--- config.mk ---
export PLATFORM = sky130hd
export DESIGN_NAME = zhxpu_mem
export DESIGN_NICKNAME = d
export VERILOG_FILES = /design/src/logic/zhxpu_pkg.sv /design/src/logic/flash_ctrl.sv /design/src/logic/bootloader.sv /design/src/logic/ram_ctrl.sv /design/src/logic/dig_ctrl.sv /design/src/logic/zhxpu_mem.sv
export SDC_FILE = /design/constraint.sdc
export NUM_CORES = 1
export LEC_CHECK = 0
export BUFFER_PORTS_ARGS = -buffer_cell sky130_fd_sc_hd__buf_4
export CAP_MARGIN = 20
export CORE_MARGIN = 5
export CORE_UTILIZATION = 41
export CTS_CLUSTER_SIZE = 10
export DETAILED_ROUTE_END_ITERATION = 16
export GPL_TIMING_DRIVEN = 1
export PLACE_DENSITY = 0.69
export SLEW_MARGIN = 20
export SYNTH_ARGS = -nofsm -noshare
export SYNTH_HDL_FRONTEND = slang
export SYNTH_SLANG_ARGS = --single-unit
--- constraint.sdc ---
create_clock -name raw_clk -period 4.4 [get_ports raw_clk]
set_input_delay 0.66 -clock raw_clk [delete_from_list [all_inputs] [get_ports raw_clk]]
set_output_delay 0.66 -clock raw_clk [all_outputs]
set_load 0.05 [all_outputs]
--- src/logic/zhxpu_pkg.sv ---
`default_nettype none

package zhxpu_pkg;

	// One data or instruction word
	typedef logic [15:0] word_t;

	// SRAM word address
	typedef logic [17:0] ram_addr_t;

	// Flash word address
	typedef logic [22:0] flash_addr_t;

	// Single SRAM access as seen by the memory controller
	typedef struct packed {
		ram_addr_t addr;
		word_t wdata;
		logic we;
	} mem_req_t;

	// Segments g f e d c b a, lit when high
	typedef logic [6:0] seg_t;

endpackage

`default_nettype wire

--- src/logic/flash_ctrl.sv ---
`timescale 1ns/1ps
`default_nettype none

module flash_ctrl import zhxpu_pkg::*; #(
	parameter int FLASH_WAIT = 3
) (
	input wire raw_clk,
	input wire rst_n,
	input wire rd_req,
	input flash_addr_t rd_addr,
	output logic rd_done,
	output word_t rd_data,
	output flash_addr_t flash_addr,
	input word_t flash_data,
	output logic flash_ce,
	output logic flash_oe
);

	localparam int CNT_W = (FLASH_WAIT > 1) ? $clog2(FLASH_WAIT) : 1;

	typedef enum logic [1:0] {
		S_IDLE,
		S_WAIT,
		S_DONE
	} state_t;

	state_t state;
	logic [CNT_W-1:0] cnt;
	flash_addr_t addr_q;
	word_t data_q;
	logic start;
	logic sample;

	assign start = (state == S_IDLE) && rd_req;

	// Last cycle of the enable window
	assign sample = (start && FLASH_WAIT == 0) ||
		(state == S_WAIT && cnt == CNT_W'(FLASH_WAIT - 1));

	// Chip enabled from the request cycle itself
	assign flash_ce = start || (state == S_WAIT);
	assign flash_oe = flash_ce;
	assign flash_addr = (state == S_IDLE) ? rd_addr : addr_q;

	assign rd_done = (state == S_DONE);
	assign rd_data = data_q;

	always_ff @(posedge raw_clk or negedge rst_n) begin
		if (!rst_n) begin
			state <= S_IDLE;
			cnt <= '0;
		end else begin
			case (state)
				S_IDLE: begin
					cnt <= '0;
					if (sample)
						state <= S_DONE;
					else if (start)
						state <= S_WAIT;
				end
				S_WAIT: begin
					if (sample)
						state <= S_DONE;
					else
						cnt <= cnt + 1'b1;
				end
				default: state <= S_IDLE;
			endcase
		end
	end

	always_ff @(posedge raw_clk) begin
		if (start)
			addr_q <= rd_addr;
		if (sample)
			data_q <= flash_data;
	end

endmodule

`default_nettype wire

--- src/logic/bootloader.sv ---
`timescale 1ns/1ps
`default_nettype none

module bootloader import zhxpu_pkg::*; #(
	parameter int BOOT_WORDS = 64
) (
	input wire raw_clk,
	input wire rst_n,
	output logic rd_req,
	output flash_addr_t rd_addr,
	input wire rd_done,
	input word_t rd_data,
	output logic boot_need,
	output mem_req_t boot_req,
	input wire boot_done_pulse,
	output logic boot_done,
	output ram_addr_t boot_addr
);

	typedef enum logic [1:0] {
		S_IDLE,
		S_READ,
		S_WRITE,
		S_DONE
	} state_t;

	state_t state;
	ram_addr_t idx;
	word_t word_q;

	assign rd_req = (state == S_READ);
	assign rd_addr = flash_addr_t'(idx);

	assign boot_need = (state == S_WRITE);
	assign boot_req = '{addr: idx, wdata: word_q, we: 1'b1};

	assign boot_done = (state == S_DONE);
	assign boot_addr = idx;

	always_ff @(posedge raw_clk or negedge rst_n) begin
		if (!rst_n) begin
			state <= S_IDLE;
			idx <= '0;
		end else begin
			case (state)
				// One quiet cycle out of reset
				S_IDLE: state <= S_READ;
				S_READ: begin
					if (rd_done)
						state <= S_WRITE;
				end
				S_WRITE: begin
					if (boot_done_pulse) begin
						if (idx == ram_addr_t'(BOOT_WORDS - 1)) begin
							state <= S_DONE;
						end else begin
							idx <= idx + 1'b1;
							state <= S_READ;
						end
					end
				end
				// Stays here until reset
				default: state <= S_DONE;
			endcase
		end
	end

	// Flash word held for the SRAM write
	always_ff @(posedge raw_clk) begin
		if (state == S_READ && rd_done)
			word_q <= rd_data;
	end

endmodule

`default_nettype wire

--- src/logic/ram_ctrl.sv ---
`timescale 1ns/1ps
`default_nettype none

module ram_ctrl import zhxpu_pkg::*; (
	input wire raw_clk,
	input wire rst_n,
	input wire boot_done,
	input wire boot_need,
	input mem_req_t boot_req,
	output logic boot_done_pulse,
	input wire data_need,
	input mem_req_t data_req,
	output logic data_done,
	output word_t data_rdata,
	input wire fetch_need,
	input ram_addr_t fetch_addr,
	output logic fetch_done,
	output word_t fetch_inst,
	output logic hold,
	output ram_addr_t ram_addr,
	output word_t ram_wdata,
	input word_t ram_rdata,
	output logic ram_en,
	output logic ram_oe,
	output logic ram_we
);

	typedef enum logic [1:0] {
		S_IDLE,
		S_ACCESS,
		S_DONE
	} state_t;

	typedef enum logic [1:0] {
		G_BOOT,
		G_DATA,
		G_FETCH
	} grant_t;

	state_t state;
	grant_t grant;
	grant_t pick;
	logic pick_valid;
	mem_req_t pick_req;
	mem_req_t req_q;
	word_t rdata_q;

	// Fixed priority with CPU ports locked out until boot is over
	always_comb begin
		pick_valid = 1'b1;
		pick = G_BOOT;
		pick_req = boot_req;
		if (boot_need) begin
			pick = G_BOOT;
			pick_req = boot_req;
		end else if (boot_done && data_need) begin
			pick = G_DATA;
			pick_req = data_req;
		end else if (boot_done && fetch_need) begin
			pick = G_FETCH;
			pick_req = '{addr: fetch_addr, wdata: '0, we: 1'b0};
		end else begin
			pick_valid = 1'b0;
		end
	end

	always_ff @(posedge raw_clk or negedge rst_n) begin
		if (!rst_n) begin
			state <= S_IDLE;
			grant <= G_BOOT;
		end else begin
			case (state)
				S_IDLE: begin
					if (pick_valid) begin
						grant <= pick;
						state <= S_ACCESS;
					end
				end
				S_ACCESS: state <= S_DONE;
				// Back to idle so a held request counts as new next cycle
				default: state <= S_IDLE;
			endcase
		end
	end

	always_ff @(posedge raw_clk) begin
		if (state == S_IDLE && pick_valid)
			req_q <= pick_req;
		if (state == S_ACCESS)
			rdata_q <= ram_rdata;
	end

	// SRAM strobes only in the access cycle
	assign ram_en = (state == S_ACCESS);
	assign ram_oe = ram_en && !req_q.we;
	assign ram_we = ram_en && req_q.we;
	assign ram_addr = req_q.addr;
	assign ram_wdata = req_q.wdata;

	assign boot_done_pulse = (state == S_DONE) && (grant == G_BOOT);
	assign data_done = (state == S_DONE) && (grant == G_DATA);
	assign fetch_done = (state == S_DONE) && (grant == G_FETCH);

	assign data_rdata = rdata_q;
	assign fetch_inst = rdata_q;

	// Pipeline stall while booting or while a data access is open
	assign hold = !boot_done || (data_need && !data_done);

endmodule

`default_nettype wire

--- src/logic/dig_ctrl.sv ---
`timescale 1ns/1ps
`default_nettype none

module dig_ctrl import zhxpu_pkg::*; (
	input wire [3:0] dig,
	output seg_t light
);

	// gfedcba
	always_comb begin
		case (dig)
			4'h0: light = 7'h3f;
			4'h1: light = 7'h06;
			4'h2: light = 7'h5b;
			4'h3: light = 7'h4f;
			4'h4: light = 7'h66;
			4'h5: light = 7'h6d;
			4'h6: light = 7'h7d;
			4'h7: light = 7'h07;
			4'h8: light = 7'h7f;
			4'h9: light = 7'h6f;
			4'ha: light = 7'h77;
			4'hb: light = 7'h7c;
			4'hc: light = 7'h39;
			4'hd: light = 7'h5e;
			4'he: light = 7'h79;
			default: light = 7'h71;
		endcase
	end

endmodule

`default_nettype wire

--- src/logic/zhxpu_mem.sv ---
`timescale 1ns/1ps
`default_nettype none

module zhxpu_mem import zhxpu_pkg::*; #(
	parameter int BOOT_WORDS = 64,
	parameter int FLASH_WAIT = 3
) (
	input wire raw_clk,
	input wire rst_n,
	output flash_addr_t flash_addr,
	input word_t flash_data,
	output logic flash_ce,
	output logic flash_oe,
	output ram_addr_t ram_addr,
	output word_t ram_wdata,
	input word_t ram_rdata,
	output logic ram_en,
	output logic ram_oe,
	output logic ram_we,
	input wire data_need,
	input mem_req_t data_req,
	output logic data_done,
	output word_t data_rdata,
	input wire fetch_need,
	input ram_addr_t fetch_addr,
	output logic fetch_done,
	output word_t fetch_inst,
	output logic hold,
	output logic boot_done,
	output seg_t seg1,
	output seg_t seg2
);

	logic rd_req;
	flash_addr_t rd_addr;
	logic rd_done;
	word_t rd_data;
	logic boot_need;
	mem_req_t boot_req;
	logic boot_done_pulse;
	ram_addr_t boot_addr;
	logic [3:0] dig1_data;
	logic [3:0] dig2_data;

	flash_ctrl #(
		.FLASH_WAIT(FLASH_WAIT)
	) __flash_ctrl (
		.raw_clk(raw_clk),
		.rst_n(rst_n),
		.rd_req(rd_req),
		.rd_addr(rd_addr),
		.rd_done(rd_done),
		.rd_data(rd_data),
		.flash_addr(flash_addr),
		.flash_data(flash_data),
		.flash_ce(flash_ce),
		.flash_oe(flash_oe)
	);

	bootloader #(
		.BOOT_WORDS(BOOT_WORDS)
	) __bootloader (
		.raw_clk(raw_clk),
		.rst_n(rst_n),
		.rd_req(rd_req),
		.rd_addr(rd_addr),
		.rd_done(rd_done),
		.rd_data(rd_data),
		.boot_need(boot_need),
		.boot_req(boot_req),
		.boot_done_pulse(boot_done_pulse),
		.boot_done(boot_done),
		.boot_addr(boot_addr)
	);

	ram_ctrl __ram_ctrl (
		.raw_clk(raw_clk),
		.rst_n(rst_n),
		.boot_done(boot_done),
		.boot_need(boot_need),
		.boot_req(boot_req),
		.boot_done_pulse(boot_done_pulse),
		.data_need(data_need),
		.data_req(data_req),
		.data_done(data_done),
		.data_rdata(data_rdata),
		.fetch_need(fetch_need),
		.fetch_addr(fetch_addr),
		.fetch_done(fetch_done),
		.fetch_inst(fetch_inst),
		.hold(hold),
		.ram_addr(ram_addr),
		.ram_wdata(ram_wdata),
		.ram_rdata(ram_rdata),
		.ram_en(ram_en),
		.ram_oe(ram_oe),
		.ram_we(ram_we)
	);

	// Boot address while booting, fetch address afterwards
	assign dig1_data = boot_done ? fetch_addr[7:4] : boot_addr[7:4];
	assign dig2_data = boot_done ? fetch_addr[3:0] : boot_addr[3:0];

	dig_ctrl __dig_ctrl_1 (
		.dig(dig1_data),
		.light(seg1)
	);

	dig_ctrl __dig_ctrl_2 (
		.dig(dig2_data),
		.light(seg2)
	);

endmodule

`default_nettype wire

==> results of run 1 <==
cell usage after synthesis, types with 6 or more instances:
master,number,area share [%]
sky130_fd_sc_hd__edfxtp_1,101,48
sky130_fd_sc_hd__buf_4,57,6.7
sky130_fd_sc_hd__dfrtp_1,28,11
sky130_fd_sc_hd__mux2_2,24,4.2
sky130_fd_sc_hd__o21ai_0,23,1.8
sky130_fd_sc_hd__nand2_1,21,1.2
sky130_fd_sc_hd__a22oi_1,19,2.2
sky130_fd_sc_hd__a22o_1,17,2.3
sky130_fd_sc_hd__nor2b_1,17,1.7
sky130_fd_sc_hd__a31oi_1,16,1.6
sky130_fd_sc_hd__clkbuf_1,16,0.94
sky130_fd_sc_hd__ha_1,16,3.1
sky130_fd_sc_hd__inv_1,15,0.88
sky130_fd_sc_hd__mux2i_1,13,2.0
sky130_fd_sc_hd__xnor2_1,12,1.6
sky130_fd_sc_hd__nor2_1,10,0.59
sky130_fd_sc_hd__a21oi_1,8,0.63
sky130_fd_sc_hd__buf_2,8,0.63
sky130_fd_sc_hd__nand3_1,8,0.63
sky130_fd_sc_hd__nor3_1,6,0.47
sequential cells by signal (all words and copies together), names as in the netlist, 16 cells and up:
name / count
__ram_ctrl.data_rdata: 16
__ram_ctrl.ram_wdata: 16
__ram_ctrl.ram_addr: 18
__bootloader.boot_addr: 18
__bootloader.word_q: 16
__flash_ctrl.addr_q: 18
__flash_ctrl.rd_data: 16
area by class of cell:
cell class | count | area, um^2
Clock buffer | 18 | 429
Fill cell | 1251 | 6960
Clock inverter | 14 | 188
Multi-Input combinational cell | 269 | 2080
Tap cell | 188 | 235
Sequential cell | 129 | 3730
Timing Repair Buffer | 203 | 1520
Inverter | 15 | 56.3
path summary, 6_finish.rpt:
kind / startpoint / endpoint / slack (ns) / cells after the start
setup / recovery: __bootloader.state[1] / seg2[3] / 0.64 / 8
hold reg to reg: __flash_ctrl.rd_data[0] / __bootloader.word_q[0] / 0.42 / 0
hold / removal: rst_n / __bootloader.boot_addr[12] / 0.17 / 1
setup reg to reg: __bootloader.state[1] / __ram_ctrl.ram_addr[17] / 1.96 / 6
max in group asynchronous: rst_n / __ram_ctrl.grant[1] / 3.93 / 1
min in group raw_clk: __flash_ctrl.rd_data[0] / __bootloader.word_q[0] / 0.42 / 0
kinds of logic after synthesis:
kind of cell             count (synthesis)  synth area share, %
adder cells (fa/ha/maj)                 16                 3.14
other                                    1               0.0588
AND/OR/NAND/NOR                         94                 8.89
buffers and inverters                  100                 9.40
flip-flops                             129                 58.6
multiplexers                            39                 6.99
AO/OA/AOI/OAI                           99                 10.7
XOR/XNOR                                16                 2.20
placed cells by master, fill, tap and decap left out, types with 3 or more instances in the layout:
cell type and instances:
sky130_fd_sc_hd__a21oi_1 8, sky130_fd_sc_hd__o21ai_0 23, sky130_fd_sc_hd__nor3_1 6, sky130_fd_sc_hd__a21o_1 4, sky130_fd_sc_hd__and3_1 5, sky130_fd_sc_hd__o22a_1 4
sky130_fd_sc_hd__bufinv_16 4, sky130_fd_sc_hd__edfxtp_1 101, sky130_fd_sc_hd__clkinv_1 3, sky130_fd_sc_hd__a22o_1 17, sky130_fd_sc_hd__dfrtp_1 28, sky130_fd_sc_hd__a31oi_1 16
sky130_fd_sc_hd__inv_1 15, sky130_fd_sc_hd__mux2_2 24, sky130_fd_sc_hd__xnor2_1 12, sky130_fd_sc_hd__nand2_1 21, sky130_fd_sc_hd__clkinv_4 3, sky130_fd_sc_hd__nor2b_1 17
sky130_fd_sc_hd__nor4_1 4, sky130_fd_sc_hd__mux2i_1 12, sky130_fd_sc_hd__ha_1 16, sky130_fd_sc_hd__clkbuf_16 17, sky130_fd_sc_hd__a22oi_1 19, sky130_fd_sc_hd__xor2_1 4
sky130_fd_sc_hd__conb_1 5, sky130_fd_sc_hd__nor2_1 8, sky130_fd_sc_hd__buf_4 203, sky130_fd_sc_hd__nand3_1 8, sky130_fd_sc_hd__nand4_1 5
through the flow:
step | cells | power, mW
4_1_cts | 835 | 2.89
2_1_floorplan | 498 | 1.35
6_report | 836 | 2.86
3_3_place_gp | 803 | 1.42
3_5_place_dp | 803 | 1.42
5_1_grt | 836 | 2.95
metal layers:
layer | wire (um) | vias up
li1 | - | 2060
met5 | 0 | -
met1 | 7000 | 2184
met3 | 1360 | 37
met2 | 7800 | 230
met4 | 518 | 0
power groups by stage:
| stage | registers (mW) | logic [mW] | clock network, mW |
|---|---|---|---|
| 4_1_cts | 1.30 | 0.0905 | 1.49 |
| 2_1_floorplan | 1.33 | 0.0210 | 0 |
| 6_report | 1.31 | 0.0903 | 1.46 |
| 3_5_place_dp | 1.33 | 0.0902 | 0 |
| 3_3_place_gp | 1.33 | 0.0886 | 0 |
| 5_1_grt | 1.30 | 0.0963 | 1.55 |
==> impl_metrics.toml, run 1 <==
[placement]
place_worst_setup_slack_ns = 1.13
globalplace.congestion = 0.887
post-dp-hpwl_um = 12000
placedInstanceArea_mm2 = 0.00762
buffer_ports.inserted = 195

[cells_and_area]
area_delta_synth_final_pct = 29.4
fraction_of_final_layout_cells_sized_beyond_drive_strength_1_pct = 42.0
finish.utilization_pct = 54.2
stdcell_area_mm2 = 0.00825
diodes = 0
numnets_final = 740

[logic_synthesis]
commonest_register_cell_after_synthesis = "sky130_fd_sc_hd__edfxtp_1"
synthCells = 494
synth_sequential_area_ratio_pct = 58.6
synth-edff-count = 101
ys_warn_count = 0
post_synth.cell_area_avg_um2 = 12.9
post_synth_num_cell_types = 48
mappedNetlistArea_mm2 = 0.00637
synth.ff_latch_count = 129
synthArstFlopShare_pct = 21.7

[flow_run]
timing.max_cap.violations = 0

[global_routing]
globalRoute.busiestLayer = "met2"
grtUsageMet3_pct = 5.10
grt_pass1_vias = 4597
grt_first_pass_wirelength_um = 25900
antenna_violations_before_repair = 0
grtUsageMet1_pct = 24.3
largest_net_degree_at_the_start_of_global_routing = 37
global_route.usage.met2_pct = 28.5
grt_use_total_pct = 18.4
globalRoute.totalOverflow = 0

[cts]
worstSkewPairLatency_ns = 0.41
cts-root-to-sink-buffers = 2
numCtsBuffers = 17
ctsHoldBuffers = 0
cts-htree-levels = 4
cts_resized = 0
ctsRootBufferMaster = "sky130_fd_sc_hd__clkbuf_16"
postCtsSetupRepairBufs = 0
tritoncts_num_sinks = 129
clock_transition_at_the_registers_of_the_reported_paths_ns = 0.06
clock_tree_from_tritoncts = "built"

[power]
pwr-share-seq_pct = 45.7
switching_power_mw = 0.556
pwr-share-comb_pct = 3.2
proportion_of_total_power_due_to_net_switching_pct = 19.4
pwr_density_cell_mw_per_mm2 = 347
internal-power_mw = 2.30
p_leak_nw = 3.34
share_clk_of_total_power_pct = 51.2
irDropWorstVdd_uv = 295

[floorplan]
floorplan.initialDensity_pct = 41.9
rows = 45
top_level_ports = 201
design.core.area_mm2 = 0.0152
dieArea_mm2 = 0.0181
die_h_um = 135
die_w_um = 135

[timing]
timing.slew.headroom_pct = 40.3
achievable-frequency_mhz = 266
worst-slew-pin-transition_ns = 0.871
hold_violations = 0
setup_viol = 0
maxSlewViolCount = 0
final.setup.tns_ns = 0
min_period_over_period_pct = 85.5
final_critical_path_setup_slack_ns = 0.640
final.hold.worst_slack_ns = 0.169
rsz0062_at_grt = "no"
fin_crit_ns = 3.76
finClkSkew_ns = 0.00855

[worst_setup_path]
timing_worst_setup_path_type = "reg -> out"
cp_cell_sequence = "nand2_2, inv_1, mux2i_1, inv_1, ha_1, mux4_2, inv_1, buf_4"
cp_common_cell = "sky130_fd_sc_hd__inv_1"
worstSetupEndpointType = "primary output"
cp.buffers_inverters = 4
worstPathRequired_ns = 3.74
cpLargestDelayFamily = "multiplexers"
crit_arrival_ns = 3.10
critPathLaunchType = "flop"
worst-path-max-fanout = 11
slowest_delay_ns = 0.55
cp_slowest_cell = "sky130_fd_sc_hd__dfrtp_1"

[status]
status = "complete, no violations"

[detailed_routing]
wire_per_inst_um = 19.9
route.final.wire_length_um = 16700
final_antenna_net_count = 0
detail_route.drc_violations = 0
drt_via_density = 5.40
detailedRoute.firstPassIterationCount = 5
vias = 4511
first_iter_violations = 329

[worst_hold_path]
hold_path.class = "in -> async"
(Power assumes the default switching activity.)
==> run 2: changes to the inputs <==
--- a/config.mk
+++ b/config.mk
@@ -8,11 +8,11 @@
 export BUFFER_PORTS_ARGS = -buffer_cell sky130_fd_sc_hd__buf_4
 export CAP_MARGIN = 20
 export CORE_MARGIN = 5
-export CORE_UTILIZATION = 41
+export CORE_UTILIZATION = 55
 export CTS_CLUSTER_SIZE = 10
 export DETAILED_ROUTE_END_ITERATION = 16
 export GPL_TIMING_DRIVEN = 1
-export PLACE_DENSITY = 0.69
+export PLACE_DENSITY = 0.88
 export SLEW_MARGIN = 20
 export SYNTH_ARGS = -nofsm -noshare
 export SYNTH_HDL_FRONTEND = slang
==> constraint.sdc (replaced) <==
create_clock -name raw_clk -period 4.4 [get_ports raw_clk]
set_input_delay 0.22 -clock raw_clk [delete_from_list [all_inputs] [get_ports raw_clk]]
set_output_delay 0.22 -clock raw_clk [all_outputs]
set_load 0.05 [all_outputs]
==> impl_metrics.toml, run 2 (synthesized netlist as in run 1, its figures left out) <==
[floorplan]
dieArea_mm2 = 0.0138
top_level_ports = 201
die_w_um = 118
die_h_um = 118
rows = 39
design.core.area_mm2 = 0.0114
floorplan.initialDensity_pct = 56.1

[placement]
placedInstanceArea_mm2 = 0.00754
buffer_ports.inserted = 195
post-dp-hpwl_um = 11500
globalplace.congestion = 0.897

[cells_and_area]
finish.utilization_pct = 74.6
nFillCells = 725
numnets_final = 770
most_frequent_cells_in_the_layout = "sky130_fd_sc_hd__buf_4 (200), sky130_fd_sc_hd__edfxtp_1 (101), sky130_fd_sc_hd__dlygate4sd3_1 (33)"
diodes = 0
fraction_of_final_layout_cells_sized_beyond_drive_strength_1_pct = 40.3
area_delta_synth_final_pct = 33.0
layout.cells.most_common = "sky130_fd_sc_hd__buf_4"
stdcell_area_mm2 = 0.00848

[timing]
final.setup.tns_ns = 0
worst-slew-pin-transition_ns = 1.00
finClkSkew_ns = 0.00945
fin_crit_ns = 4.23
timing.slew.headroom_pct = 31.1
rsz0062_at_grt = "no"
hold_violations = 0
min_period_over_period_pct = 96.2
maxSlewViolCount = 0
setup_viol = 0
achievable-frequency_mhz = 236

[global_routing]
grt_first_pass_wirelength_um = 26300
globalRoute.totalOverflow = 0
grt_use_total_pct = 24.0
grt_pass1_vias = 4847
largest_net_degree_at_the_start_of_global_routing = 32
antenna_violations_before_repair = 0

[cts]
worstSkewPairLatency_ns = 0.42
cts-htree-levels = 4
ctsRootBufferMaster = "sky130_fd_sc_hd__clkbuf_16"
clock_tree_from_tritoncts = "built"
clock_transition_at_the_registers_of_the_reported_paths_ns = 0.06
tritoncts_num_sinks = 129
numCtsBuffers = 17
postCtsSetupRepairBufs = 0
cts-root-to-sink-buffers = 2

[worst_setup_path]
cp_cell_sequence = "nand2_2, inv_1, mux2i_1, inv_1, ha_1, mux4_2, inv_1, buf_4"
worstPathRequired_ns = 4.18
slowest_delay_ns = 0.82
timing_worst_setup_path_type = "reg -> out"
cpLargestDelayFamily = "buffers and inverters"
worstSetupEndpointType = "primary output"
critPathLaunchType = "flop"
cp_slowest_cell = "sky130_fd_sc_hd__inv_1"
cp_common_cell = "sky130_fd_sc_hd__inv_1"
crit_arrival_ns = 4.01
cp.buffers_inverters = 4
worst-path-max-fanout = 24

[detailed_routing]
detail_route.drc_violations = 0
drt_via_density = 5.75
detailedRoute.firstPassIterationCount = 5
final_antenna_net_count = 0
first_iter_violations = 615
vias = 4717
wire_per_inst_um = 20.6
route.final.wire_length_um = 17000

[power]
irDropWorstVdd_uv = 321
pwr_density_cell_mw_per_mm2 = 334
p_leak_nw = 3.46

[worst_hold_path]
hold_path.class = "in -> reg"

[flow_run]
timing.max_cap.violations = 0

[status]
status = "complete, no violations"
[run 2: cell types whose count changed in the layout (fill, tap and decap cells not counted), sizes merged, moves of 2 or more]
cell,previous run,this run
inv,17,22
buf,203,200
bufinv,4,2
dlygate4sd3,0,33
clkinv,7,4
[run 2: layout make-up]
cell class / instances / area (um^2) / area share, %
Clock buffer: 17 / 425 / 5.02
Inverter: 15 / 56.3 / 0.664
Sequential cell: 129 / 3730 / 44.0
Timing Repair Buffer: 233 / 1830 / 21.6
Multi-Input combinational cell: 269 / 2080 / 24.5
Tap cell: 143 / 179 / 2.11
Clock inverter: 15 / 173 / 2.04
[run 2: worst paths after layout]
kind	endpoint	start	slack [ns]	cells past startpoint
worst max-delay path	seg2[3]	__bootloader.state[1]	0.17	8
worst min-delay path	__ram_ctrl.ram_wdata[13]	data_req[14]	0.1	2
worst max register to register	__ram_ctrl.ram_addr[9]	__bootloader.state[1]	1.88	5
worst min register to register	__bootloader.word_q[8]	__flash_ctrl.rd_data[8]	0.42	0
max in group asynchronous	__bootloader.boot_addr[7]	rst_n	3.85	2
min in group asynchronous	__bootloader.boot_addr[0]	rst_n	0.27	2
[run 2: what timing repair did]
action | CTS | global route
hold endpoints to repair | 60 | 0
gates resized for setup | 0 | 0
hold buffers | 33 | 0
setup endpoints to repair | 0 | 0
[run 2: through the flow]
stage / worst slack (ns) / total power, mW / std cells / hold slack (ns)
after global routing: 0.0179 / 2.90 / 821 / 0.0854
after floorplan: 1.29 / 1.35 / 498 / -0.0756
final: 0.168 / 2.83 / 821 / 0.0966
after detailed placement: 0.778 / 1.42 / 755 / 0.158
after global placement: 1.02 / 1.42 / 755 / 0.155
after CTS: 0.287 / 2.84 / 820 / 0.0821
[run 2: where the power goes]
part,switching [mW],internal [mW],leakage [nW],total [mW]
combinational,0.0445,0.0702,1.96,0.115
clock,0.561,0.851,0.289,1.41
sequential,0,1.30,1.21,1.30
[run 2: per-layer routing]
layer / wire length [um] / vias to the layer above / global-route usage, %
li1: - / 2125 / -
met1: 6450 / 2268 / 28.9
met2: 8290 / 289 / 39.3
met3: 1690 / 35 / 8.02
met4: 523 / 0 / 10.6
met5: 0 / - / 0
